<file path="src/include/prk_defines.svh">
`ifndef PRK_DEFINES_SVH
`define PRK_DEFINES_SVH

// ------------------------------------------------------------
// Microcode field widths
// ------------------------------------------------------------
`define PRK_BUS_W   5
`define PRK_WCTRL_W 6
`define PRK_MSRC_W  5

// ------------------------------------------------------------
// Bus field codes
// ------------------------------------------------------------
`define PRK_BUS_NOP         5'd0

// Probe group, no memory cycle here
`define PRK_BUS_PROBE_LO    5'd1
`define PRK_BUS_PROBE_HI    5'd7

// Read group, bit 3 set
`define PRK_BUS_READ_LO     5'd8
`define PRK_BUS_READ_HI     5'd15

`define PRK_BUS_WRITE_LO    5'd16
`define PRK_BUS_WRITE_HI    5'd23

// Only a cycle when the destination is not a register
`define PRK_BUS_WRITE_NOREG 5'd24

// Counts as a read cycle
`define PRK_BUS_GRANT       5'd31

// ------------------------------------------------------------
// Write-control codes
// ------------------------------------------------------------
`define PRK_WCTRL_PC_A      6'h24
`define PRK_WCTRL_PC_B      6'h2C

// ------------------------------------------------------------
// Memory-source codes
// ------------------------------------------------------------
`define PRK_MSRC_MDR        5'h12
`define PRK_MSRC_XB         5'h17

// Address group, low two bits pick the MA mux input
`define PRK_MSRC_MA_LO      5'h18
`define PRK_MSRC_MA_HI      5'h1B

`endif
</file>
<file path="src/hw/prk_pkg.sv">
`include "prk_defines.svh"

package prk_pkg;

    // --------------------------------------------------------
    // Raw microcode fields
    // --------------------------------------------------------
    typedef logic [`PRK_BUS_W-1:0]   bus_code_t;
    typedef logic [`PRK_WCTRL_W-1:0] wctrl_t;
    typedef logic [`PRK_MSRC_W-1:0]  msrc_t;

    // Same order as the low bits of the address msrc group
    typedef enum logic [1:0] {
        MA_SEL_MA     = 2'd0,
        MA_SEL_PCSAVE = 2'd1,
        MA_SEL_PC     = 2'd2,
        MA_SEL_VA     = 2'd3
    } ma_sel_t;

    // Kind of CMI cycle in flight
    typedef enum logic [1:0] {
        CYC_IDLE     = 2'd0,
        CYC_PREFETCH = 2'd1,
        CYC_READ     = 2'd2,
        CYC_WRITE    = 2'd3
    } cyc_kind_t;

endpackage

</file>
<file path="src/hw/prk_top.sv">
`timescale 1ns/1ns

module prk_top
    import prk_pkg::*;
(
    input  logic       b_clk,
    input  logic       rst,
    input  logic       m_clk_en,
    input  logic       d_clk_en,
    input  logic       phase_1,

    input  bus_code_t  bus_field,
    input  wctrl_t     wctrl,
    input  msrc_t      msrc,
    input  logic       dst_rmode,
    input  logic [1:0] isize,
    input  logic       utrap,
    input  logic       status_valid,

    output logic       prefetch,
    output logic       cyc_in_prog,
    output logic       stall,
    output ma_sel_t    ma_select,
    output logic       xb_select,
    output logic [1:0] xb_in_use,
    output logic       ena_pc
);

    logic bus_cyc;
    logic bus_read;
    logic dest_pc;
    logic load_pc;
    logic xb_req;
    logic mdr_src;
    logic ma_src;
    logic xb_stall;
    logic flush;
    logic fill;

    prk_ucode_decode prk_ucode_decode_inst (
        .b_clk     (b_clk),
        .rst       (rst),
        .m_clk_en  (m_clk_en),
        .bus_field (bus_field),
        .wctrl     (wctrl),
        .msrc      (msrc),
        .dst_rmode (dst_rmode),
        .phase_1   (phase_1),
        .isize     (isize),
        .bus_cyc   (bus_cyc),
        .bus_read  (bus_read),
        .dest_pc   (dest_pc),
        .load_pc   (load_pc),
        .xb_req    (xb_req),
        .mdr_src   (mdr_src),
        .ma_src    (ma_src)
    );

    prk_xb_tracker prk_xb_tracker_inst (
        .b_clk     (b_clk),
        .rst       (rst),
        .m_clk_en  (m_clk_en),
        .utrap     (utrap),
        .xb_req    (xb_req),
        .dest_pc   (dest_pc),
        .load_pc   (load_pc),
        .fill      (fill),
        .xb_loaded (xb_in_use),
        .xb_select (xb_select),
        .xb_stall  (xb_stall),
        .ena_pc    (ena_pc),
        .flush     (flush)
    );

    prk_cmi_cycle prk_cmi_cycle_inst (
        .b_clk        (b_clk),
        .rst          (rst),
        .m_clk_en     (m_clk_en),
        .status_valid (status_valid),
        .utrap        (utrap),
        .bus_cyc      (bus_cyc),
        .bus_read     (bus_read),
        .mdr_src      (mdr_src),
        .flush        (flush),
        .xb_stall     (xb_stall),
        .xb_loaded    (xb_in_use),
        .prefetch     (prefetch),
        .fill         (fill),
        .cyc_in_prog  (cyc_in_prog),
        .stall        (stall)
    );

    prk_ma_steer prk_ma_steer_inst (
        .b_clk     (b_clk),
        .rst       (rst),
        .phase_1   (phase_1),
        .ma_src    (ma_src),
        .msrc      (msrc),
        .prefetch  (prefetch),
        .ma_select (ma_select)
    );

endmodule

</file>
<file path="src/hw/prk_ma_steer.sv">
`timescale 1ns/1ns

module prk_ma_steer
    import prk_pkg::*;
(
    input  logic    b_clk,
    input  logic    rst,
    input  logic    phase_1,
    input  logic    ma_src,
    input  msrc_t   msrc,
    input  logic    prefetch,

    output ma_sel_t ma_select
);

    ma_sel_t sel_nxt;

    // ------------------------------------------------------------
    // MA mux select, microcode first, then prefetch
    // ------------------------------------------------------------
    always_comb begin
        if (phase_1 && ma_src) begin
            sel_nxt = ma_sel_t'(msrc[1:0]);
        end else if (prefetch) begin
            sel_nxt = MA_SEL_PC;    // Prefetch reads at PC
        end else begin
            sel_nxt = MA_SEL_VA;
        end
    end

    always_ff @(posedge b_clk) begin
        if (rst) begin
            ma_select <= MA_SEL_VA;
        end else begin
            ma_select <= sel_nxt;
        end
    end

endmodule

</file>
<file path="src/hw/prk_cmi_cycle.sv">
`timescale 1ns/1ns

module prk_cmi_cycle
    import prk_pkg::*;
(
    input  logic       b_clk,
    input  logic       rst,
    input  logic       m_clk_en,
    input  logic       status_valid,
    input  logic       utrap,

    input  logic       bus_cyc,
    input  logic       bus_read,
    input  logic       mdr_src,

    input  logic       flush,
    input  logic       xb_stall,
    input  logic [1:0] xb_loaded,

    output logic       prefetch,
    output logic       fill,
    output logic       cyc_in_prog,
    output logic       stall
);

    cyc_kind_t cyc_kind;
    logic      aborted;     // PC reload hit a prefetch in flight
    logic      mdr_loaded;

    logic      cyc_start;
    logic      cyc_end;
    logic      prefetch_cyc;
    cyc_kind_t start_kind;

    assign cyc_in_prog  = (cyc_kind != CYC_IDLE);
    assign prefetch_cyc = (cyc_kind == CYC_PREFETCH);

    // ------------------------------------------------------------
    // Prefetch request
    // ------------------------------------------------------------
    assign prefetch = ~rst & ~(&xb_loaded) & ~cyc_in_prog & ~bus_cyc & ~utrap;

    assign cyc_start = m_clk_en & ~cyc_in_prog & (bus_cyc | prefetch);
    assign cyc_end   = cyc_in_prog & status_valid;

    // Microcode cycle wins over prefetch
    always_comb begin
        if (bus_cyc) begin
            start_kind = bus_read ? CYC_READ : CYC_WRITE;
        end else begin
            start_kind = CYC_PREFETCH;
        end
    end

    // ------------------------------------------------------------
    // Cycle state
    // ------------------------------------------------------------
    always_ff @(posedge b_clk) begin
        if (rst) begin
            cyc_kind <= CYC_IDLE;
        end else if (cyc_end) begin
            cyc_kind <= CYC_IDLE;
        end else if (cyc_start) begin
            cyc_kind <= start_kind;
        end
    end

    always_ff @(posedge b_clk) begin
        if (rst) begin
            aborted <= 1'b0;
        end else if (cyc_end) begin
            aborted <= 1'b0;
        end else if (flush && prefetch_cyc) begin
            aborted <= 1'b1;
        end
    end

    // Read data sits in MDR until the next read begins
    always_ff @(posedge b_clk) begin
        if (rst) begin
            mdr_loaded <= 1'b0;
        end else if (cyc_end && cyc_kind == CYC_READ) begin
            mdr_loaded <= 1'b1;
        end else if (cyc_start && start_kind == CYC_READ) begin
            mdr_loaded <= 1'b0;
        end
    end

    // Prefetch data returned and still wanted
    assign fill = cyc_end & prefetch_cyc & ~aborted;

    // ------------------------------------------------------------
    // Stall merge
    // ------------------------------------------------------------
    assign stall = xb_stall
                 | (bus_cyc & cyc_in_prog)      // CMI busy
                 | (mdr_src & ~mdr_loaded);     // MDR not there yet

endmodule

</file>
<file path="src/hw/prk_xb_tracker.sv">
`timescale 1ns/1ns

module prk_xb_tracker (
    input  logic       b_clk,
    input  logic       rst,
    input  logic       m_clk_en,
    input  logic       utrap,

    input  logic       xb_req,
    input  logic       dest_pc,
    input  logic       load_pc,
    input  logic       fill,

    output logic [1:0] xb_loaded,
    output logic       xb_select,
    output logic       xb_stall,
    output logic       ena_pc,
    output logic       flush
);

    logic       sel_loaded;
    logic       consume;
    logic       fill_tgt;   // Buffer that takes the next fill
    logic [1:0] loaded_nxt;

    assign sel_loaded = xb_loaded[xb_select];
    assign consume    = m_clk_en & xb_req & sel_loaded;
    assign fill_tgt   = sel_loaded ? ~xb_select : xb_select;

    // ------------------------------------------------------------
    // Buffer flags
    // ------------------------------------------------------------
    always_comb begin
        loaded_nxt = xb_loaded;
        if (consume) begin
            loaded_nxt[xb_select] = 1'b0;
        end
        if (fill) begin
            loaded_nxt[fill_tgt] = 1'b1;
        end
        if (load_pc) begin
            loaded_nxt = 2'b00;     // New PC, old bytes are stale
        end
    end

    always_ff @(posedge b_clk) begin
        if (rst) begin
            xb_loaded <= 2'b00;
        end else begin
            xb_loaded <= loaded_nxt;
        end
    end

    always_ff @(posedge b_clk) begin
        if (rst) begin
            xb_select <= 1'b0;
        end else if (consume) begin
            xb_select <= ~xb_select;
        end
    end

    // ------------------------------------------------------------
    // Status to the rest of the slice
    // ------------------------------------------------------------
    assign xb_stall = xb_req & ~sel_loaded;
    assign ena_pc   = m_clk_en & ~utrap & (xb_req | dest_pc);
    assign flush    = load_pc;

endmodule

</file>
<file path="src/hw/prk_ucode_decode.sv">
`timescale 1ns/1ns
`include "prk_defines.svh"

module prk_ucode_decode
    import prk_pkg::*;
(
    input  logic       b_clk,
    input  logic       rst,
    input  logic       m_clk_en,

    input  bus_code_t  bus_field,
    input  wctrl_t     wctrl,
    input  msrc_t      msrc,
    input  logic       dst_rmode,
    input  logic       phase_1,
    input  logic [1:0] isize,

    output logic       bus_cyc,
    output logic       bus_read,
    output logic       dest_pc,
    output logic       load_pc,
    output logic       xb_req,
    output logic       mdr_src,
    output logic       ma_src
);

    bus_code_t bus_q;   // Bus field held for the whole microstep

    // ------------------------------------------------------------
    // Bus field latch
    // ------------------------------------------------------------
    always_ff @(posedge b_clk) begin
        if (rst) begin
            bus_q <= `PRK_BUS_NOP;
        end else if (m_clk_en) begin
            bus_q <= bus_field;
        end
    end

    always_comb begin
        bus_cyc  = 1'b0;
        bus_read = 1'b0;
        if (bus_q >= `PRK_BUS_READ_LO && bus_q <= `PRK_BUS_READ_HI) begin
            bus_cyc  = 1'b1;
            bus_read = 1'b1;
        end else if (bus_q >= `PRK_BUS_WRITE_LO && bus_q <= `PRK_BUS_WRITE_HI) begin
            bus_cyc  = 1'b1;
        end else if (bus_q == `PRK_BUS_WRITE_NOREG) begin
            bus_cyc  = ~dst_rmode;  // Register mode skips memory
        end else if (bus_q == `PRK_BUS_GRANT) begin
            bus_cyc  = 1'b1;
            bus_read = 1'b1;
        end
    end

    // ------------------------------------------------------------
    // Destination and source decode, current microword
    // ------------------------------------------------------------
    assign dest_pc = (wctrl == `PRK_WCTRL_PC_A) || (wctrl == `PRK_WCTRL_PC_B);
    assign load_pc = dest_pc & m_clk_en;

    assign mdr_src = (msrc == `PRK_MSRC_MDR);
    assign ma_src  = (msrc >= `PRK_MSRC_MA_LO) && (msrc <= `PRK_MSRC_MA_HI);

    // Instruction bytes wanted from XB
    assign xb_req = phase_1 & (msrc == `PRK_MSRC_XB) & (|isize);

endmodule

</file>
<file path="config.mk">
export PLATFORM = sky130hd
export DESIGN_NAME = prk_top
export DESIGN_NICKNAME = d
export VERILOG_FILES = /design/src/hw/prk_pkg.sv /design/src/hw/prk_top.sv /design/src/hw/prk_ma_steer.sv /design/src/hw/prk_cmi_cycle.sv /design/src/hw/prk_xb_tracker.sv /design/src/hw/prk_ucode_decode.sv
export VERILOG_INCLUDE_DIRS = /design/src /design/src/include
export SDC_FILE = /design/constraint.sdc
export NUM_CORES = 1
export LEC_CHECK = 0
export BUFFER_PORTS_ARGS = -buffer_cell sky130_fd_sc_hd__buf_2
export CAP_MARGIN = 10
export CORE_UTILIZATION = 46
export CTS_BUF_LIST = sky130_fd_sc_hd__clkbuf_4 sky130_fd_sc_hd__clkbuf_8
export DETAILED_ROUTE_END_ITERATION = 6
export PLACE_DENSITY_LB_ADDON = 0.15
export SYNTH_ARGS = -nofsm -noshare
export SYNTH_HDL_FRONTEND = slang
export SYNTH_HIERARCHICAL = 1
export SYNTH_SLANG_ARGS = --single-unit
export TNS_END_PERCENT = 10
</file>
<file path="constraint.sdc">
create_clock -name b_clk -period 2.01 [get_ports b_clk]
set_input_delay 0.201 -clock b_clk [delete_from_list [all_inputs] [get_ports b_clk]]
set_output_delay 0.201 -clock b_clk [all_outputs]
set_load 0.02 [all_outputs]
</file>
### After elaboration in Yosys (flattened, before gate mapping)

Cells that the tools add are included.

| word-level totals | value |
|---|---|
| flip-flop bits (word level) | 14 |
| logic and storage cells | 100 |

| operators by class | value |
|---|---|
| order comparisons | 10 |
| equal/unequal tests | 9 |
| mux-type cells | 22 |
| bitwise logic cells | 36 |
| reduce and logical (&&, ||, !) cells | 16 |

Operator list:

| operator | number |
|---|---|
| 5-bit equality test, second input constant | 4 |
| 1-bit AND | 19 |
| 1-bit two-way mux | 16 |
| 6-bit equality test, second input constant | 2 |
| 5-bit >= comparator, second input constant | 2 |
| 5-bit less-or-equal comparator, second input constant | 2 |
| 1-bit NOT | 10 |
| 1-bit logical AND | 9 |
| 2-bit two-way mux | 4 |
| 2-bit OR reduction | 3 |
| 5-bit by 4-bit >= comparator with 1-bit output, second input constant | 1 |
| 5-bit by 4-bit less-or-equal comparator with 1-bit output, second input constant | 1 |
| 2-bit equality test, second input constant | 2 |
| 1-bit by 2-bit less-than comparator with 1-bit output, second input constant | 2 |
| 1-bit OR | 4 |
| 2-bit nonzero test | 2 |
| 2-bit AND | 1 |
| 1-bit demux with 1-bit select | 2 |
| 2-bit by 1-bit equality test with 1-bit output, second input constant | 1 |
| 1-bit >= comparator, second input constant | 2 |
| 2-bit NOT | 1 |
| 2-bit OR | 1 |
| 2-bit AND reduction | 1 |
| 1-bit logical OR | 1 |

### Longest topological paths before layout

| logic depth | value |
|---|---|
| word-level depth | 13 |
| mapped depth | 6 |

### Cells and area by module

Netlist, hierarchy kept.

By module, submodules not included:

| module | times used | cells an instance | area each (µm²) | sequential area each (µm²) |
|---|---|---|---|---|
| prk_ucode_decode | 1 | 31 | 270.3 | 100.1 |
| prk_cmi_cycle | 1 | 26 | 216.5 | 80.1 |
| prk_xb_tracker | 1 | 19 | 166.4 | 60.1 |
| prk_ma_steer | 1 | 6 | 63.8 | 40.0 |

### Worst setup path after synthesis

No wires, ideal clock.

| timing | value |
|---|---|
| kind | register to register |
| start point | register prk_ucode_decode_inst.bus_q[3] |
| end point | register prk_ma_steer_inst.ma_select[0] |
| setup time | 0.122 ns |
| data arrival time | 1.576 ns |
| slack | 0.312 ns |
| cell stages (with the launch flop) | 7 |
| path through | dfxtp_1 and2_1 a31oi_1 a2111o_1 nor2_1 a21oi_1 a311o_1 |

| on the way | value |
|---|---|
| longest elaborated chain between the ends | 10 |

Ends and longest elaborated chain:

| item | line | source |
|---|---|---|
| start: declaration | prk_ucode_decode.sv:27 | `bus_code_t bus_q;` |
| start signal: assignment | prk_ucode_decode.sv:34 | `` bus_q <= `PRK_BUS_NOP; `` |
| start signal: assignment | prk_ucode_decode.sv:36 | `bus_q <= bus_field;` |
| parallel branches: the longest is 4 deep, another holds 5-bit >= comparator | n/a |  |
| 1-bit two-way mux * | prk_ucode_decode.sv:43 | `` if (bus_q >= `PRK_BUS_READ_LO && bus_q <= `PRK_BUS_READ_HI) begin `` |
| named net bus_cyc | prk_top.sv:29 | `logic bus_cyc;` |
| 1-bit NOT * | prk_cmi_cycle.sv:41 | `assign prefetch = ~rst & ~(&xb_loaded) & ~cyc_in_prog & ~bus_cyc & ~utrap;` |
| 1-bit AND * (2 in a row) | prk_cmi_cycle.sv:41 |  |
| named net prefetch | prk_top.sv:20 | `output logic prefetch,` |
| 1-bit two-way mux * | prk_ma_steer.sv:24 | `end else if (prefetch) begin` |
| 2-bit two-way mux * | prk_ma_steer.sv:22 | `if (phase_1 && ma_src) begin` |
| end signal: assignment | prk_ma_steer.sv:35 | `ma_select <= sel_nxt;` |
| end: declaration | prk_ma_steer.sv:13 | `output ma_sel_t ma_select` |

Mark *: on every way through the listed nets, which the timed path passes.
A chain may end at the register's enable or synchronous reset.

### Worst setup path in the final report

| timing | value |
|---|---|
| start point | register prk_ucode_decode_inst.bus_q[1] |
| end point | output port prefetch |

| on the way | value |
|---|---|
| longest elaborated chain between the ends | 8 |

Ends and longest elaborated chain:

| item | line |
|---|---|
| parallel branches: the longest is 4 deep, another holds 5-bit >= comparator | n/a |
| 1-bit two-way mux * | prk_ucode_decode.sv:43 |
| named net bus_cyc | prk_top.sv:29 |
| 1-bit NOT * | prk_cmi_cycle.sv:41 |
| 1-bit AND * (2 in a row) | prk_cmi_cycle.sv:41 |
| end: declaration | prk_top.sv:20 |

Marks and branches as above.

==> impl_metrics.tcl <==
set metrics [dict create \
    status "finished clean" \
    drt_iter0_drc 7 \
    area_delta_synth_final_pct 35.08 \
    viasPerCell 5.507 \
    vdd_drop_max_uv 494.4 \
    setup_slack_ns 0.07641 \
    drc 0 \
    synth_edf_count 0 \
    fp.dieW_um 41.48 \
    fin_skew_ns 0.008600 \
    rsz0062_at_grt "yes" \
    post_drt_wl_per_cell_um 11.51 \
    dp_slack_ns 0.3290 \
    worstPathMaxFanout 3 \
    worstSetupPathType "flip-flop to primary output" \
    cpPeakStageDelay_ns 0.49 \
    async_reset_ff_share_pct 0 \
    rows 13 \
    period_minus_slack_ns 1.934 \
    hold_path.class "input pin to flip-flop" \
    syn-cell-area_sq_um 716.9 \
    ys_seq_area_share_pct 39.09 \
    routed_wl_mm 1.566 \
    r2r_slack_ns 0.22 \
    syn_nets 108 \
    synth_most_common_cell "nor2_1" \
    cp.required_ns 1.81 \
    drive_gt1_share_pct 38.84 \
    regArea_sq_um 282.8 \
    multi_input_area_sq_um 404.1 \
    yosys_warnings 6 \
    ant_nets 0 \
    drt-pass1-iter-count 4 \
    synth-seq-cells 14 \
    crit_buf_inv 2 \
    place.gp.congestion 0.7504 \
    die_y_um 41.48 \
    yosysTopAreaCell "dfxtp_1" \
    ios 35 \
    avgSynthCellArea_sq_um 8.743 \
    route.vias.total 749 \
    cellPowerDensity_nw_per_um2 636.3 \
    synth_common_cells "nor2_1, dfxtp_1, inv_1, mux2i_1, nand3_1" \
    cp-start-kind "flip-flop" \
    hold_violations 0 \
    synth_area_leaders "dfxtp_1, nor2_1, mux2i_1" \
    antennaDiodeCount 0 \
    power.leakage_uw 0.0004440 \
    cts_tree "done" \
    clockBufferDepth 2 \
    crit_chain "or4_1 -> a31oi_1 -> buf_4 -> a2111o_1 -> nor2_2 -> buf_6" \
    drv_cap 0 \
    cts_root_buf "clkbuf_4" \
    min_period_over_period_pct 96.20 \
    grt_max_degree 16 \
    nNetsFinal 148 \
    nFillCells 133 \
    clkLatencyLatePin_ns 0.28 \
    htreeDepth 1 \
    coreArea_sq_um 1383 \
    grt_pass1_wl_mm 2.539 \
    dp_hpwl_mm 1.217 \
    ys.flop_type "dfxtp_1" \
    synth_cell_types 34 \
    report.final.slew_viol_count 0 \
    cts_num_sinks 14 \
    fmax_ghz 0.5172 \
    grt_pass1_vias 661 \
    total_power_uw 616.2 \
    yosys.area.top_type_share_pct 39.09 \
    clk_pin_slew_worst_paths_ns 0.09 \
    cts_hold_buffers 0 \
    relSlewSlack_pct 70.81 \
    start_util_pct 51.86 \
    io_buffers 32 \
    worst_path_max_delay_cell "or4_1" \
    setup_viol 0 \
    cp.arrival_ns 1.73 \
    antenna_found_initial 0 \
    netlist_instances 82 \
    grt_overflow_total 0 \
    tightest_slew_ns 0.4346 \
    cp_top_family "simple AND/OR/NAND/NOR gates" \
    cts_buffers 3 \
    grt_use_total_pct 19.10 \
    die_area_sq_um 1721 \
    endpoint_kind "primary output" \
]
[worst register-to-register path: stages, from the launching register on]
cell and delay (ns):
dfxtp_1 0.37, and2_1 0.13, a31oi_1 0.07, buf_4 0.14, a2111o_1 0.41, nor2_2 0.15, buf_4 0.12, a21oi_1 0.03
a311o_1 0.26
[path summary, 6_finish.rpt]
check / from / end / cells past startpoint
worst max-delay path: prk_ucode_decode_inst/bus_q[1] / prefetch / 6
worst min-delay path: msrc[1] / prk_ma_steer_inst/ma_select[1] / 3
worst max register to register: prk_ucode_decode_inst/bus_q[4] / prk_ma_steer_inst/ma_select[0] / 8
worst min register to register: prk_ucode_decode_inst/bus_q[0] / prk_ucode_decode_inst/bus_q[0] / 2
[layer usage]
metal / wire, um / vias up / track usage [%] / part of all wire (%)
li1: - / 382 / - / -
met1: 690 / 338 / 19.73 / 44
met2: 748 / 25 / 33.75 / 48
met3: 95 / 4 / 4.783 / 6.1
met4: 31 / 0 / 12.26 / 2.0
met5: 0 / - / 0 / 0
[layout by cell type (no fill, tap or decap), types with 2 or more instances in the layout]
master,Yosys,routed
nand3_1,4,4
o21ai_0,2,2
nor2_1,15,14
dfxtp_1,14,12
a21oi_1,3,3
nor4b_1,2,2
buf_4,1,5
nor3_1,3,3
inv_1,6,6
buf_2,1,31
nand2b_1,2,2
a31oi_1,2,2
mux2i_1,5,5
dfxtp_2,0,2
and2_1,2,2
clkbuf_4,0,3
[power by group]
part / internal [uW] / total [uW] / switching [uW]
logic: 57.5 / 117 / 59.1
clock network: 110 / 201 / 90.8
registers: 289 / 299 / 9.12
[layout make-up]
type | instances | area share [%]
multi-input cells | 60 | 41.73
flip-flops and latches | 14 | 29.20
repair buffers | 37 | 21.06
clock buffers | 4 | 3.747
inverters | 6 | 2.326
well taps | 15 | 1.938
[logic make-up after synthesis]
| logic type | count (synthesis) | share of synthesized area [%] |
|---|---|---|
| AOI/OAI and AO/OA | 18 | 20.59 |
| buffers and inverters | 8 | 4.886 |
| muxes | 5 | 6.981 |
| and+or+nand+nor | 37 | 28.45 |
| DFF | 14 | 39.09 |
[registers in the layout (all words and copies together), names as in the netlist]
register	cells
prk_cmi_cycle_inst/aborted	1
prk_cmi_cycle_inst/cyc_kind	2
prk_ucode_decode_inst/bus_q	5
prk_xb_tracker_inst/xb_loaded	2
prk_cmi_cycle_inst/mdr_loaded	1
prk_ma_steer_inst/ma_select	2
prk_xb_tracker_inst/xb_select	1
[per-stage QoR]
step / cell area (sq um) / hold slack (ns) / std cells / utilization, % / TNS, ns
finish: 968.4 / 0.1418 / 136 / 70.05 / 0
global route: 968.4 / 0.1312 / 136 / 70.05 / -0.008129
CTS: 927.1 / 0.1300 / 132 / 67.06 / 0
detailed placement: 890.9 / 0.4270 / 128 / 64.43 / 0
global placement: 890.9 / 0.4283 / 128 / 64.43 / 0
floorplan: 716.9 / 0.2689 / 82 / - / 0
[repair_timing]
action,4_1_cts,5_1_grt
hold endpoints to repair,0,0
buffers inserted,0,4
endpoints found under the setup margin,0,2
resized for setup,0,5
Power figures use the tool's default switching activity.
